--- config.mk ---
export PLATFORM = sky130hd
export DESIGN_NAME = mem_arbiter
export DESIGN_NICKNAME = d
export VERILOG_FILES = /design/src/mem_config.svh /design/src/mem_pkg.sv /design/src/mem_arbiter.sv
export SDC_FILE = /design/constraint.sdc
export NUM_CORES = 1
export LEC_CHECK = 0
export BUFFER_PORTS_ARGS = -buffer_cell sky130_fd_sc_hd__buf_2
export CELL_PAD_IN_SITES_DETAIL_PLACEMENT = 0
export CELL_PAD_IN_SITES_GLOBAL_PLACEMENT = 1
export CORE_AREA = 2 2 302 155
export CTS_CLUSTER_DIAMETER = 120
export DETAILED_ROUTE_END_ITERATION = 8
export DIE_AREA = 0 0 304 157
export PLACE_DENSITY = 0.85
export SLEW_MARGIN = 20
export SYNTH_ARGS = -nofsm -noshare
export SYNTH_HDL_FRONTEND = slang
export SYNTH_SLANG_ARGS = --single-unit
--- constraint.sdc ---
create_clock -name clock -period 1.6 [get_ports clock]
set_input_delay 0.24 -clock clock [delete_from_list [all_inputs] [get_ports clock]]
set_output_delay 0.24 -clock clock [all_outputs]
set_load 0.05 [all_outputs]
--- src/mem_config.svh ---
`ifndef MEM_CONFIG_SVH
`define MEM_CONFIG_SVH

// memory geometry.
`define MEM_WORDS 256
`define MEM_INDEX_BITS 8

// cycles from an accepted request to its ready pulse.
`define MEM_LATENCY 3

// address the fetch port holds out of reset.
`define MEM_RESET_ADDR 32'h0000_0000

`endif

--- src/mem_pkg.sv ---
package mem_pkg;

    // ------------------------------
    // bus field types
    // ------------------------------
    typedef logic [31:0] mem_addr_t;  // byte address.
    typedef logic [63:0] mem_data_t;
    typedef logic [7:0]  mem_strb_t;  // all zero means read.

    // ------------------------------
    // request and response
    // ------------------------------
    typedef struct packed {
        logic      valid;
        logic      instr;  // instruction fetch.
        mem_addr_t addr;
        mem_data_t wdata;
        mem_strb_t wstrb;
    } mem_req_t;

    typedef struct packed {
        logic      ready;
        mem_data_t rdata;
    } mem_rsp_t;

    // ------------------------------
    // state machines
    // ------------------------------
    typedef enum logic [1:0] {
        no_access,
        instr_access,
        data_access
    } access_t;

    typedef enum logic {
        mem_idle,
        mem_busy
    } mem_state_t;

endpackage

--- src/mem_arbiter.sv ---
`timescale 1ns/1ps

module mem_arbiter import mem_pkg::*; (
    input  logic     clock,
    input  logic     reset,
    input  mem_req_t ireq,
    input  mem_req_t dreq,
    output mem_rsp_t irsp,
    output mem_rsp_t drsp,
    output mem_req_t mreq,
    input  mem_rsp_t mrsp
);

    typedef struct packed {
        access_t  owner;
        mem_req_t grant;
        mem_req_t dpend;
        mem_req_t ipend;
    } arb_state_t;

    localparam arb_state_t arb_init = '{owner: no_access, default: '0};

    arb_state_t r;
    arb_state_t v;

    // ------------------------------
    // next state and bus request
    // ------------------------------
    always_comb begin
        v = r;

        // the bus is free again in the cycle its owner sees ready.
        if (mrsp.ready) begin
            v.owner = no_access;
        end

        if (dreq.valid) begin
            v.dpend = dreq;  // strobes are latched until granted.
        end
        if (ireq.valid) begin
            v.ipend = ireq;
        end

        if (v.owner == no_access) begin
            if (v.dpend.valid) begin
                v.owner = data_access;  // data port first.
                v.grant = v.dpend;
                v.dpend = '0;
            end else if (v.ipend.valid) begin
                v.owner = instr_access;
                v.grant = v.ipend;
                v.ipend = '0;
            end
        end

        if (v.owner != no_access) begin
            mreq = v.grant;  // held as a level until ready.
        end else begin
            mreq = '0;
        end
    end

    // ------------------------------
    // response steering
    // ------------------------------
    always_comb begin
        if (r.owner == instr_access) begin
            irsp = mrsp;
        end else begin
            irsp = '0;
        end

        if (r.owner == data_access) begin
            drsp = mrsp;
        end else begin
            drsp = '0;
        end
    end

    always_ff @(posedge clock) begin
        if (!reset) begin
            r <= arb_init;
        end else begin
            r <= v;
        end
    end

endmodule

==> results.md <==
- Critical path type: register to output port
- Row cnt: 55
- Clk buf depth: 3
- CP endpoint kind: output port
- Detailed Route WL: 80100 um
- Via count of the first global-routing pass: 16000
- Hold wc startpoint: dreq[9]
- Final hold slack: 17.0 ps
- Largest net degree at the start of global routing: 78
- Final setup fails: 549
- Vias per cell: 5.67
- Post-route insts no fill: 3098
- Placed Instances: 2853
- Port-buffer cells: 514
- Register area: 0.00642 mm^2
- Sequential share of the synthesized area: 0.422
- P&R area growth vs syn: 95.2%
- Setup WS post-layout: -1080 ps
- Outcome: finished, violations left
- # clock sinks: 320
- DRC violations left: 0
- Worst Max-Slew Pin Slew: 536 ps
- DR WL/cell: 25.8 um
- CTS tree: yes
- TritonRoute pass-1 iters: 5
- WP data required: 1360 ps
- Post-DP HPWL: 44200 um
- Total GRT Usage: 0.252
- Die Area: 0.0477 mm^2
- Post-synth EDFFs: 0
- Multi-input gate area: 0.0118 mm^2
- Critical path peak fanout: 11
- Layout cells sized above 1: 0.656
- List of most frequent post-synthesis cells: dfxtp_1 (320), nor4_1 (210), and3_1 (170)
- DR iter-0 viols: 1319
- Routability cong.: 0.880
- Num CTS Buffers: 35
- ANT nets after route: 0
- Critical Path AT: 2440 ps
- Die Ht: 157 um
- Total congestion overflow: 0
- Setup TNS: -197320 ps
- Synthesized area per cell: 9.53 um^2
- Pwr/cell area: 976 mW/mm^2
- Post-synthesis register bit count: 320
- H-tree levels: 2
- Failing checks: setup timing
- Synth top area share: 0.422
- Worst-Skew Late Latency: 540 ps
- Peak supply drop: 0.732 mV
- Clk root buf: clkbuf_16
- Final hold viol count: 0
- Initial Util: 0.339
- Initial antenna violation count: 33
- Syn Nets: 1870
- Post-synth top flop: dfxtp_1
- Io pins: 515
- Critical Path Start: r[211]
- Die W: 304 um
- Final worst-path cycle share: 1.68
- Syn Std Cell Area: 0.0152 mm^2
- Fmax: 0.372 GHz
- Nets: 2722
- Max-Cap Viols: 0
- Largest register FFs: 320
- RSZ-0062 raised after global routing: true
- HP Class: primary input to register
- Startpoint Class: register
- Max-slew violations: 0
- Slew HR: 0.638
- Most flops, register: r
- Top cells by area, synth: dfxtp_1 (42%), nor4_1 (8.7%), mux2_2 (7.9%), and3_1 (7.0%), mux2i_1 (6.9%)
- CTS clk-pin slew, worst paths: 60 ps
- Yosys warnings: 0
- Biggest regs: r: 320 flops
- Mapped Cells: 1591
- Worst Skew: 25.6 ps
- Area leader, netlist: dfxtp_1
- Cell variety after synth: 32
- Most common cell in the netlist: dfxtp_1
- Min cycle time layout: 2680 ps
- Leak: 12.5 nW
- Async set-reset flop share out of synthesis: 0
- Core box area: 0.0448 mm^2
- Layout filler cell count: 2931
- First-pass GRT wire length: 94500 um
- Worst r2r src: r[211]
- Via count: 17600
==> timing repair <==
action / CTS / global route
hold endpoints to repair: 21 / 0
cloned: 9 / 43
hold buffers: 21 / 0
setup buffers: 10 / 70
resized for setup: 169 / 758
pin swaps: 11 / 141
endpoints found under the setup margin: 434 / 540
==> area by class of cell <==
class,instances,share of cell area
diodes,33,0.00279
clock buffers,54,0.0351
clock inverters,7,0.00190
inverters,2,0.000254
multi-input cells,1097,0.399
flip-flops and latches,320,0.217
well taps,598,0.0253
repair buffers,987,0.319
==> per-stage QoR <==
step / utilization / cell area [um^2] / worst slack [ps] / power, W
2_1_floorplan: - / 17800 / -470 / 0.0152
3_3_place_gp: 0.517 / 23200 / -496 / 0.0180
3_5_place_dp: 0.517 / 23200 / -508 / 0.0181
4_1_cts: 0.569 / 25500 / -941 / 0.0266
5_1_grt: 0.660 / 29600 / -1130 / 0.0297
6_report: 0.661 / 29600 / -1080 / 0.0289
==> cells in the final DEF (no fill, tap or decap), types with 3 or more instances in the layout <==
| cell type | n |
|---|---|
| clkbuf_1 | 12 |
| clkinv_2 | 3 |
| and2_1 | 3 |
| buf_4 | 320 |
| clkbuf_16 | 66 |
| nor4b_2 | 20 |
| nor4b_1 | 85 |
| and3_4 | 102 |
| and3_1 | 68 |
| clkbuf_8 | 5 |
| mux2_2 | 106 |
| buf_6 | 117 |
| nor4_1 | 21 |
| buf_12 | 59 |
| a21oi_2 | 61 |
| buf_2 | 277 |
| dlygate4sd3_1 | 21 |
| buf_8 | 72 |
| and2_4 | 63 |
| buf_16 | 23 |
| nor2b_1 | 106 |
| diode_2 | 33 |
| a21oi_4 | 44 |
| dfxtp_1 | 316 |
| nor2_1 | 105 |
| nor4_2 | 34 |
| clkbuf_4 | 69 |
| nor4_4 | 155 |
| mux2i_1 | 104 |
==> critical path, stage by stage (launching register included) <==
cell	delay, ps
dfxtp_2	360
or2_4	180
buf_12	140
nor3_4	40
buf_4	150
buf_12	150
buf_12	170
nor4_4	490
buf_6	230
==> report_power, final <==
group | switching [W] | internal, W | leakage [nW]
combinational | 0.00667 | 0.00538 | 9.30
clock | 0.00353 | 0.00450 | 0.534
sequential | 0.000283 | 0.00855 | 2.63
total | 0.0105 | 0.0184 | 12.5
==> final timing paths <==
| path | end | slack [ps] | cells past startpoint |
|---|---|---|---|
| max reg2reg | r[315] | -340 | 8 |
| min reg2reg | r[189] | 510 | 2 |
| min | r[115] | 20 | 3 |
| max | mreq[71] | -1080 | 8 |
==> logic make-up after synthesis <==
kind of cell           count (synthesis)  synth area share
muxes                                210             0.147
buffers and inverters                175            0.0539
DFF                                  320             0.422
and+or+nand+nor                      773             0.327
AOI/OAI and AO/OA                    113            0.0495
==> layer usage <==
layer | part of all wire | global-route usage | up-vias
met5 | 0.00030 | 0 | -
met4 | 0.067 | 0.137 | 4
met3 | 0.066 | 0.0428 | 328
met2 | 0.49 | 0.449 | 901
met1 | 0.38 | 0.291 | 8720
li1 | - | - | 7623
(Power assumes the default switching activity.)
