==> config.mk <==
export PLATFORM = sky130hd
export DESIGN_NAME = mem_requester
export DESIGN_NICKNAME = d
export VERILOG_FILES = /design/src/mem_pkg.sv /design/src/mem_requester.sv
export VERILOG_INCLUDE_DIRS = /design/src
export SDC_FILE = /design/constraint.sdc
export NUM_CORES = 1
export LEC_CHECK = 0
export BUFFER_PORTS_ARGS = -buffer_cell sky130_fd_sc_hd__buf_2
export CAP_MARGIN = 20
export CORE_AREA = 2 2 135 137
export DETAILED_ROUTE_END_ITERATION = 16
export DIE_AREA = 0 0 137 139
export MAX_ROUTING_LAYER = met4
export PLACE_DENSITY = 0.69
export SLEW_MARGIN = 10
export SYNTH_ARGS = -nofsm -noshare
export SYNTH_HDL_FRONTEND = slang
export SYNTH_SLANG_ARGS = --single-unit
==> constraint.sdc <==
create_clock -name clock -period 6.09 [get_ports clock]
set_input_delay 1.827 -clock clock [delete_from_list [all_inputs] [get_ports clock]]
set_output_delay 1.827 -clock clock [all_outputs]
set_load 0.01 [all_outputs]
==> src/mem_config.svh <==
`ifndef MEM_CONFIG_SVH
`define MEM_CONFIG_SVH

// memory geometry.
`define MEM_WORDS 256
`define MEM_INDEX_BITS 8

// cycles from an accepted request to its ready pulse.
`define MEM_LATENCY 3

// address the fetch port holds out of reset.
`define MEM_RESET_ADDR 32'h0000_0000

`endif

==> src/mem_pkg.sv <==
package mem_pkg;

    // ------------------------------
    // bus field types
    // ------------------------------
    typedef logic [31:0] mem_addr_t;  // byte address.
    typedef logic [63:0] mem_data_t;
    typedef logic [7:0]  mem_strb_t;  // all zero means read.

    // ------------------------------
    // request and response
    // ------------------------------
    typedef struct packed {
        logic      valid;
        logic      instr;  // instruction fetch.
        mem_addr_t addr;
        mem_data_t wdata;
        mem_strb_t wstrb;
    } mem_req_t;

    typedef struct packed {
        logic      ready;
        mem_data_t rdata;
    } mem_rsp_t;

    // ------------------------------
    // state machines
    // ------------------------------
    typedef enum logic [1:0] {
        no_access,
        instr_access,
        data_access
    } access_t;

    typedef enum logic {
        mem_idle,
        mem_busy
    } mem_state_t;

endpackage

==> src/mem_requester.sv <==
`timescale 1ns/1ps

`include "mem_config.svh"

module mem_requester import mem_pkg::*; (
    input  logic      clock,
    input  logic      reset,
    input  logic      start,
    input  mem_req_t  cmd,
    output mem_req_t  req,
    input  mem_rsp_t  rsp,
    output logic      busy,
    output logic      done,
    output mem_data_t rdata
);

    mem_req_t held;
    logic     strobe;
    logic     issue;

    assign issue = start && !busy;  // a start while busy is dropped.

    // ------------------------------
    // command and handshake
    // ------------------------------
    always_ff @(posedge clock) begin
        if (!reset) begin
            held   <= '{addr: `MEM_RESET_ADDR, default: '0};
            strobe <= 1'b0;
            busy   <= 1'b0;
            done   <= 1'b0;
        end else begin
            strobe <= issue;
            done   <= rsp.ready && busy;
            if (issue) begin
                held <= cmd;
                busy <= 1'b1;
            end else if (rsp.ready) begin
                busy <= 1'b0;
            end
        end
    end

    // returned word stays until the next response.
    always_ff @(posedge clock) begin
        if (rsp.ready && busy) begin
            rdata <= rsp.rdata;
        end
    end

    always_comb begin
        req       = held;
        req.valid = strobe;  // one-cycle strobe per command.
    end

endmodule

==> metrics.yaml, run 1 <==
sta:
  hold_slack_ps: 452.3
  fmax_ghz: 0.3379
  setup_viol: 0
  worst_pin_slew_ps: 608.4
  fin_crit_sh_pct: 48.59
  tns_ps: 0
  rsz0062_at_grt: "false"
  hold_violations: 0
  fin_skew_ps: 6.989
  slew_violations: 0
  slew_headroom_pct: 59.44
  fin_crit_ps: 2959
clock_tree:
  cts_buffers: 17
  cts_resized: 0
  clock-sinks: 172
  ctsRootBufferMaster: "clkbuf_16"
  clkTransAtPathRegs_ps: 70
  max-clock-path-buffers: 2
  hold_buffers: 0
  cts_max_level: 4
  post_cts_buffers: 0
  clk_latency_ps: 420
  tritoncts: "built"
global_routing:
  grt_remaining_overflow: 0
  grt_usage_pct: 16.19
  antenna_found_initial: 0
  grt_max_degree: 167
  grt_pass1_wl_mm: 23.14
  grt_pass1_vias: 4525
placed_design:
  hpwl_mm: 11.14
  place.gp.congestion: 0.7540
  numPortBuffers: 344
  dpl_cell_area_sq_um: 8028
power_and_ir_drop:
  p_per_area_nw_per_um2: 314.2
  peakVddDrop_mv: 0.1784
  p_leak_nw: 4.196
setup_path:
  endpoint_kind: "flip-flop"
  crit_family: "buffers and inverters"
  crit_fanout: 39
  cp-start-kind: "primary input"
  cp.arrival_ps: 3020
  worst-path-buf-inv: 2
  crit_path_cell_trace: "buf_2 -> and2_2 -> buf_4"
  required_ps: 6150
  critPathMaxStageDelay_ps: 540
  cp_slowest_cell: "and2_2"
  path_class: "primary input to flip-flop"
logic_synthesis:
  synth.distinct_cells: 12
  synth_seq_area_share_pct: 65.98
  syn_avg_cell_area_sq_um: 11.68
  synth_seq_cells: 172
  synth_cells: 530
  syn-num-nets: 704
  syn_area_sq_um: 6190
  ys_warn_count: 0
final_layout:
  syn_to_final_growth_pct: 40.41
  final_layout_size_suffix_gt1_share_pct: 43.82
  nets: 1035
  n_antenna_cell: 0
  fin_area_sq_um: 8691
drt:
  route.detailed.drc: 0
  dr.pass1.iters: 4
  drt-vias-per-instance: 4.324
  routed_wl_mm: 15.59
  ant_nets: 0
  wl_per_cell_um: 14.13
  vias: 4769
  drtIter0Drc: 184
status:
  run_status: "completed"
die:
  initial_utilization_pct: 35.06
  die_area_sq_um: 19040
  num_rows: 49
  die_w_um: 137
  ios: 346
  core_area_sq_um: 17660
  die_y_um: 139
worst_hold_path:
  hp-class: "flip-flop to flip-flop"
run:
  maxCapViolCount: 0
layer usage:
metal	track usage [%]	up-vias	share of wire [%]
met5	-	-	0
met4	4.124	0	0.84
met3	6.762	9	11
met1	17.96	2122	40
met2	26.79	219	48
li1	-	2419	-
stage by stage:
step | cells | setup slack, ps | power (W) | utilization, %
floorplan | 530 | 2331 | 0.001461 | -
global placement | 1070 | 2578 | 0.001584 | 45.46
detailed placement | 1070 | 2526 | 0.001590 | 45.46
CTS | 1102 | 2978 | 0.002766 | 49.06
global route | 1103 | 3039 | 0.002850 | 49.22
finish | 1103 | 3131 | 0.002731 | 49.22
tightest hold or removal path, delay by kind of cell, from the launching register on:
kind             cells  cell delay, ps
muxes                1              50
and+or+nand+nor      1              50
DFF                  1             310
layout make-up:
class	count	area, sq um
Tap cell	229	286.5
Multi-Input combinational cell	321	1887
Timing Repair Buffer	349	1798
Fill cell	1649	8966
Sequential cell	172	4084
Clock buffer	17	425.4
Clock inverter	15	210.2
path summary, 6_finish.rpt:
path	depth (start not counted)	start	to	slack, ps
setup / recovery	3	rsp[64]	rdata[54]	3130
hold / removal	2	req[51]	req[51]	450
setup reg to reg	2	busy	rdata[54]	4160
hold reg to reg	2	req[51]	req[51]	450
Yosys cell counts:
cell,number,area share (%)
and2_1,2,0.20
dfxtp_1,108,35
buf_2,20,1.6
clkbuf_1,4,0.24
buf_6,4,0.73
edfxtp_1,64,31
mux2i_1,105,17
nor2b_1,2,0.20
and3_1,1,0.10
o21a_1,1,0.12
nand2_1,210,13
buf_4,9,1.1
cells by family (layout without fill, tap and decap cells):
family / Yosys count / in the layout / synth area share [%]
AO/OA/AOI/OAI: 1 / 1 / 0.1213
AND/OR/NAND/NOR: 215 / 215 / 13.24
multiplexers: 105 / 105 / 16.98
buffers and inverters: 37 / 381 / 3.679
flip-flops: 172 / 172 / 65.98
report_power, final:
part           switching [W]  internal [W]  total, W
clock               0.000497      0.000670   0.00117
sequential         0.0000258       0.00126   0.00128
combinational       0.000149      0.000131  0.000281
sequential cells by signal, indices dropped and copies added (netlist names):
name	flops
strobe	1
rdata	64
req	105
busy	1
done	1
cells in the final DEF, fill, tap and decap left out, types with 2 or more instances in the layout:
master and n:
buf_2 343, nand2_1 210, dfxtp_1 108, mux2i_1 105, edfxtp_1 64, clkbuf_16 17, inv_8 6, inv_6 4
bufinv_16 3, buf_4 3, clkinv_4 2
No activity file was read; power rests on OpenSTA's default activity.
==> run 2: changes to the inputs <==
--- a/config.mk
+++ b/config.mk
@@ -6,13 +6,14 @@
 export SDC_FILE = /design/constraint.sdc
 export NUM_CORES = 1
 export LEC_CHECK = 0
+export ABC_AREA = 1
 export BUFFER_PORTS_ARGS = -buffer_cell sky130_fd_sc_hd__buf_2
 export CAP_MARGIN = 20
-export CORE_AREA = 2 2 135 137
+export CORE_AREA = 2 2 134 136
 export DETAILED_ROUTE_END_ITERATION = 16
-export DIE_AREA = 0 0 137 139
+export DIE_AREA = 0 0 136 138
 export MAX_ROUTING_LAYER = met4
-export PLACE_DENSITY = 0.69
+export PLACE_DENSITY = 0.74
 export SLEW_MARGIN = 10
 export SYNTH_ARGS = -nofsm -noshare
 export SYNTH_HDL_FRONTEND = slang
==> constraint.sdc (replaced) <==
create_clock -name clock -period 2.7 [get_ports clock]
set_input_delay 0.81 -clock clock [delete_from_list [all_inputs] [get_ports clock]]
set_output_delay 0.81 -clock clock [all_outputs]
set_load 0.01 [all_outputs]
==> metrics.yaml, run 2 <==
status:
  run_status: "completed"
final_layout:
  final_common_cell: "buf_2"
  layout_common_cells: "buf_2 (342), nor2_1 (212), dfxtp_1 (108)"
  nets: 1256
  syn_to_final_growth_pct: 40.03
  final_layout_size_suffix_gt1_share_pct: 35.80
  multiInputGateArea_sq_um: 1740
  fin_cells: 1326
  largest_reg_flops: 105
  n_fill_cell: 1671
  ff_latch_area_sq_um: 4084
setup_path:
  crit_fanout: 6
  crit_family: "flip-flops"
  r2r_end: "req[67]"
  cp-start-kind: "flip-flop"
  cp_slowest_cell: "dfxtp_1"
  cp.arrival_ps: 1100
  path_class: "flip-flop to output port"
  crit_path_cell_trace: "buf_2"
  critPathMaxStageDelay_ps: 480
  worst-path-buf-inv: 1
  required_ps: 1890
  r2r_start: "busy"
  ff2ff_setup_slack_ps: 950
  reg2reg_depth: 5
  endpoint_kind: "output port"
logic_synthesis:
  synth_seq_area_share_pct: 63.30
  synth_top_area_share_pct: 33.51
  syn_avg_cell_area_sq_um: 8.556
  syn_area_sq_um: 6451
  ys.flop_type: "dfxtp_1"
  ys_async_sr_fraction_pct: 0
  synth_edf_count: 64
  synth_seq_cells: 172
  yosysTopAreaCell: "dfxtp_1"
  synth_cells: 754
  synth_most_common_cell: "nor2_1"
  ys_warn_count: 0
  synthTopCellsByArea: "dfxtp_1 (34%), edfxtp_1 (30%), nor2_1 (12%), nand3_1 (8.1%), inv_1 (6.2%)"
  syn-num-nets: 928
  synth.distinct_cells: 15
  synthTopCellsByCount: "nor2_1 (212), dfxtp_1 (108), inv_1 (107)"
drt:
  vias: 5833
  wl_per_cell_um: 13.56
  drt-vias-per-instance: 4.399
  routed_wl_mm: 17.98
  dr.pass1.iters: 6
  ant_nets: 0
  drtIter0Drc: 309
  route.detailed.drc: 0
die:
  core_area_sq_um: 17530
  die_w_um: 136
  die_area_sq_um: 18770
  num_rows: 49
  ios: 346
  initial_utilization_pct: 36.79
  die_y_um: 138
clock_tree:
  clk_latency_ps: 420
  tritoncts: "built"
  post_cts_buffers: 0
  hold_buffers: 0
  ctsRootBufferMaster: "clkbuf_16"
  cts_buffers: 17
  cts_max_level: 4
  max-clock-path-buffers: 2
  clock-sinks: 172
  clkTransAtPathRegs_ps: 70
  cts_resized: 0
sta:
  fin_skew_ps: 12.57
  hold_violations: 0
  tns_ps: 0
  setup_slack_ps: 789.7
  fmax_ghz: 0.5235
  fin_crit_sh_pct: 70.75
  fin_crit_ps: 1910
  slew_headroom_pct: 61.85
  rsz0062_at_grt: "false"
  worst_pin_slew_ps: 571.5
  setup_viol: 0
  slew_violations: 0
worst_hold_path:
  hp-class: "flip-flop to flip-flop"
  hold_end: "req[100]"
  min_path_cells: 2
  min-delay-start: "req[100]"
power_and_ir_drop:
  p_leak_nw: 4.839
  p_per_area_nw_per_um2: 694.8
  peakVddDrop_mv: 0.4419
global_routing:
  antenna_found_initial: 2
  grt_pass1_vias: 5379
  grt_max_degree: 92
  grt_usage_pct: 19.37
  grt_remaining_overflow: 0
  grt_pass1_wl_mm: 27.59
placed_design:
  place.gp.congestion: 0.7811
  hpwl_mm: 12.80
  dp_slack_ps: 750.2
  numPortBuffers: 344
  placed_cells: 1292
run:
  maxCapViolCount: 0
## run 2: cell count changes after synthesis, moves of 2 or more
| cell | change |
|---|---|
| nor2_1 | +212 |
| clkbuf_1 | +8 |
| mux2i_1 | -105 |
| buf_6 | -3 |
| inv_2 | +2 |
| nand3_1 | +105 |
| inv_1 | +107 |
| buf_2 | +4 |
| buf_1 | +9 |
| and2_1 | -2 |
| nor2b_1 | -2 |
| buf_4 | -8 |
| nand2_1 | -104 |
## run 2: power by group
part	internal, W	leakage [nW]	switching [W]
logic	0.000347	3.05	0.000478
clock network	0.00135	0.303	0.00117
registers	0.00286	1.48	0.0000708
## run 2: cells by family (layout without fill, tap and decap cells)
family | after synthesis | in the layout | synth area share, %
simple gates | 425 | 425 | 26.90
flops | 172 | 172 | 63.30
buf+inv | 156 | 497 | 9.717
compound gates | 1 | 1 | 0.07751
other cells | 0 | 2 | 0
## run 2: area by class of cell
cell class | instances | area share (%)
inverter | 109 | 4.543
sequential | 172 | 45.21
antenna | 2 | 0.05540
clock buffer | 17 | 4.709
tap | 229 | 3.172
multi-input combinational | 426 | 19.27
clock inverter | 15 | 2.105
timing repair buffer | 356 | 20.94
## run 2: worst max-delay path by stage
stage,cells after the start,startpoint,to,slack [ps]
after global placement,4,rsp[64],rdata[2],770
final,1,busy,busy,790
after floorplan,2,rsp[64],rdata[0],130
after detailed placement,4,rsp[64],rdata[42],750
after CTS,1,busy,busy,750
after global routing,1,busy,busy,730
## run 2: per-stage QoR
| step | total power (W) | util, % | hold WS, ps | instance area [sq um] |
|---|---|---|---|---|
| floorplan | 0.003436 | - | 507.9 | 6451 |
| global placement | 0.003804 | 47.98 | 456.6 | 8413 |
| detailed placement | 0.003825 | 47.98 | 465.9 | 8413 |
| CTS | 0.006364 | 51.49 | 483.5 | 9029 |
| global route | 0.006571 | 51.52 | 497.5 | 9034 |
| finish | 0.006277 | 51.52 | 476.7 | 9034 |
## run 2: metal layers
| metal | vias to the layer above | routed length (um) | GRT usage (%) | share of wire (%) |
|---|---|---|---|---|
| met5 | - | 0 | - | 0 |
| met4 | 0 | 339 | 6.743 | 1.9 |
| met3 | 21 | 1447 | 4.840 | 8.0 |
| met2 | 257 | 8944 | 32.40 | 50 |
| met1 | 2590 | 7246 | 22.52 | 40 |
| li1 | 2965 | - | - | - |
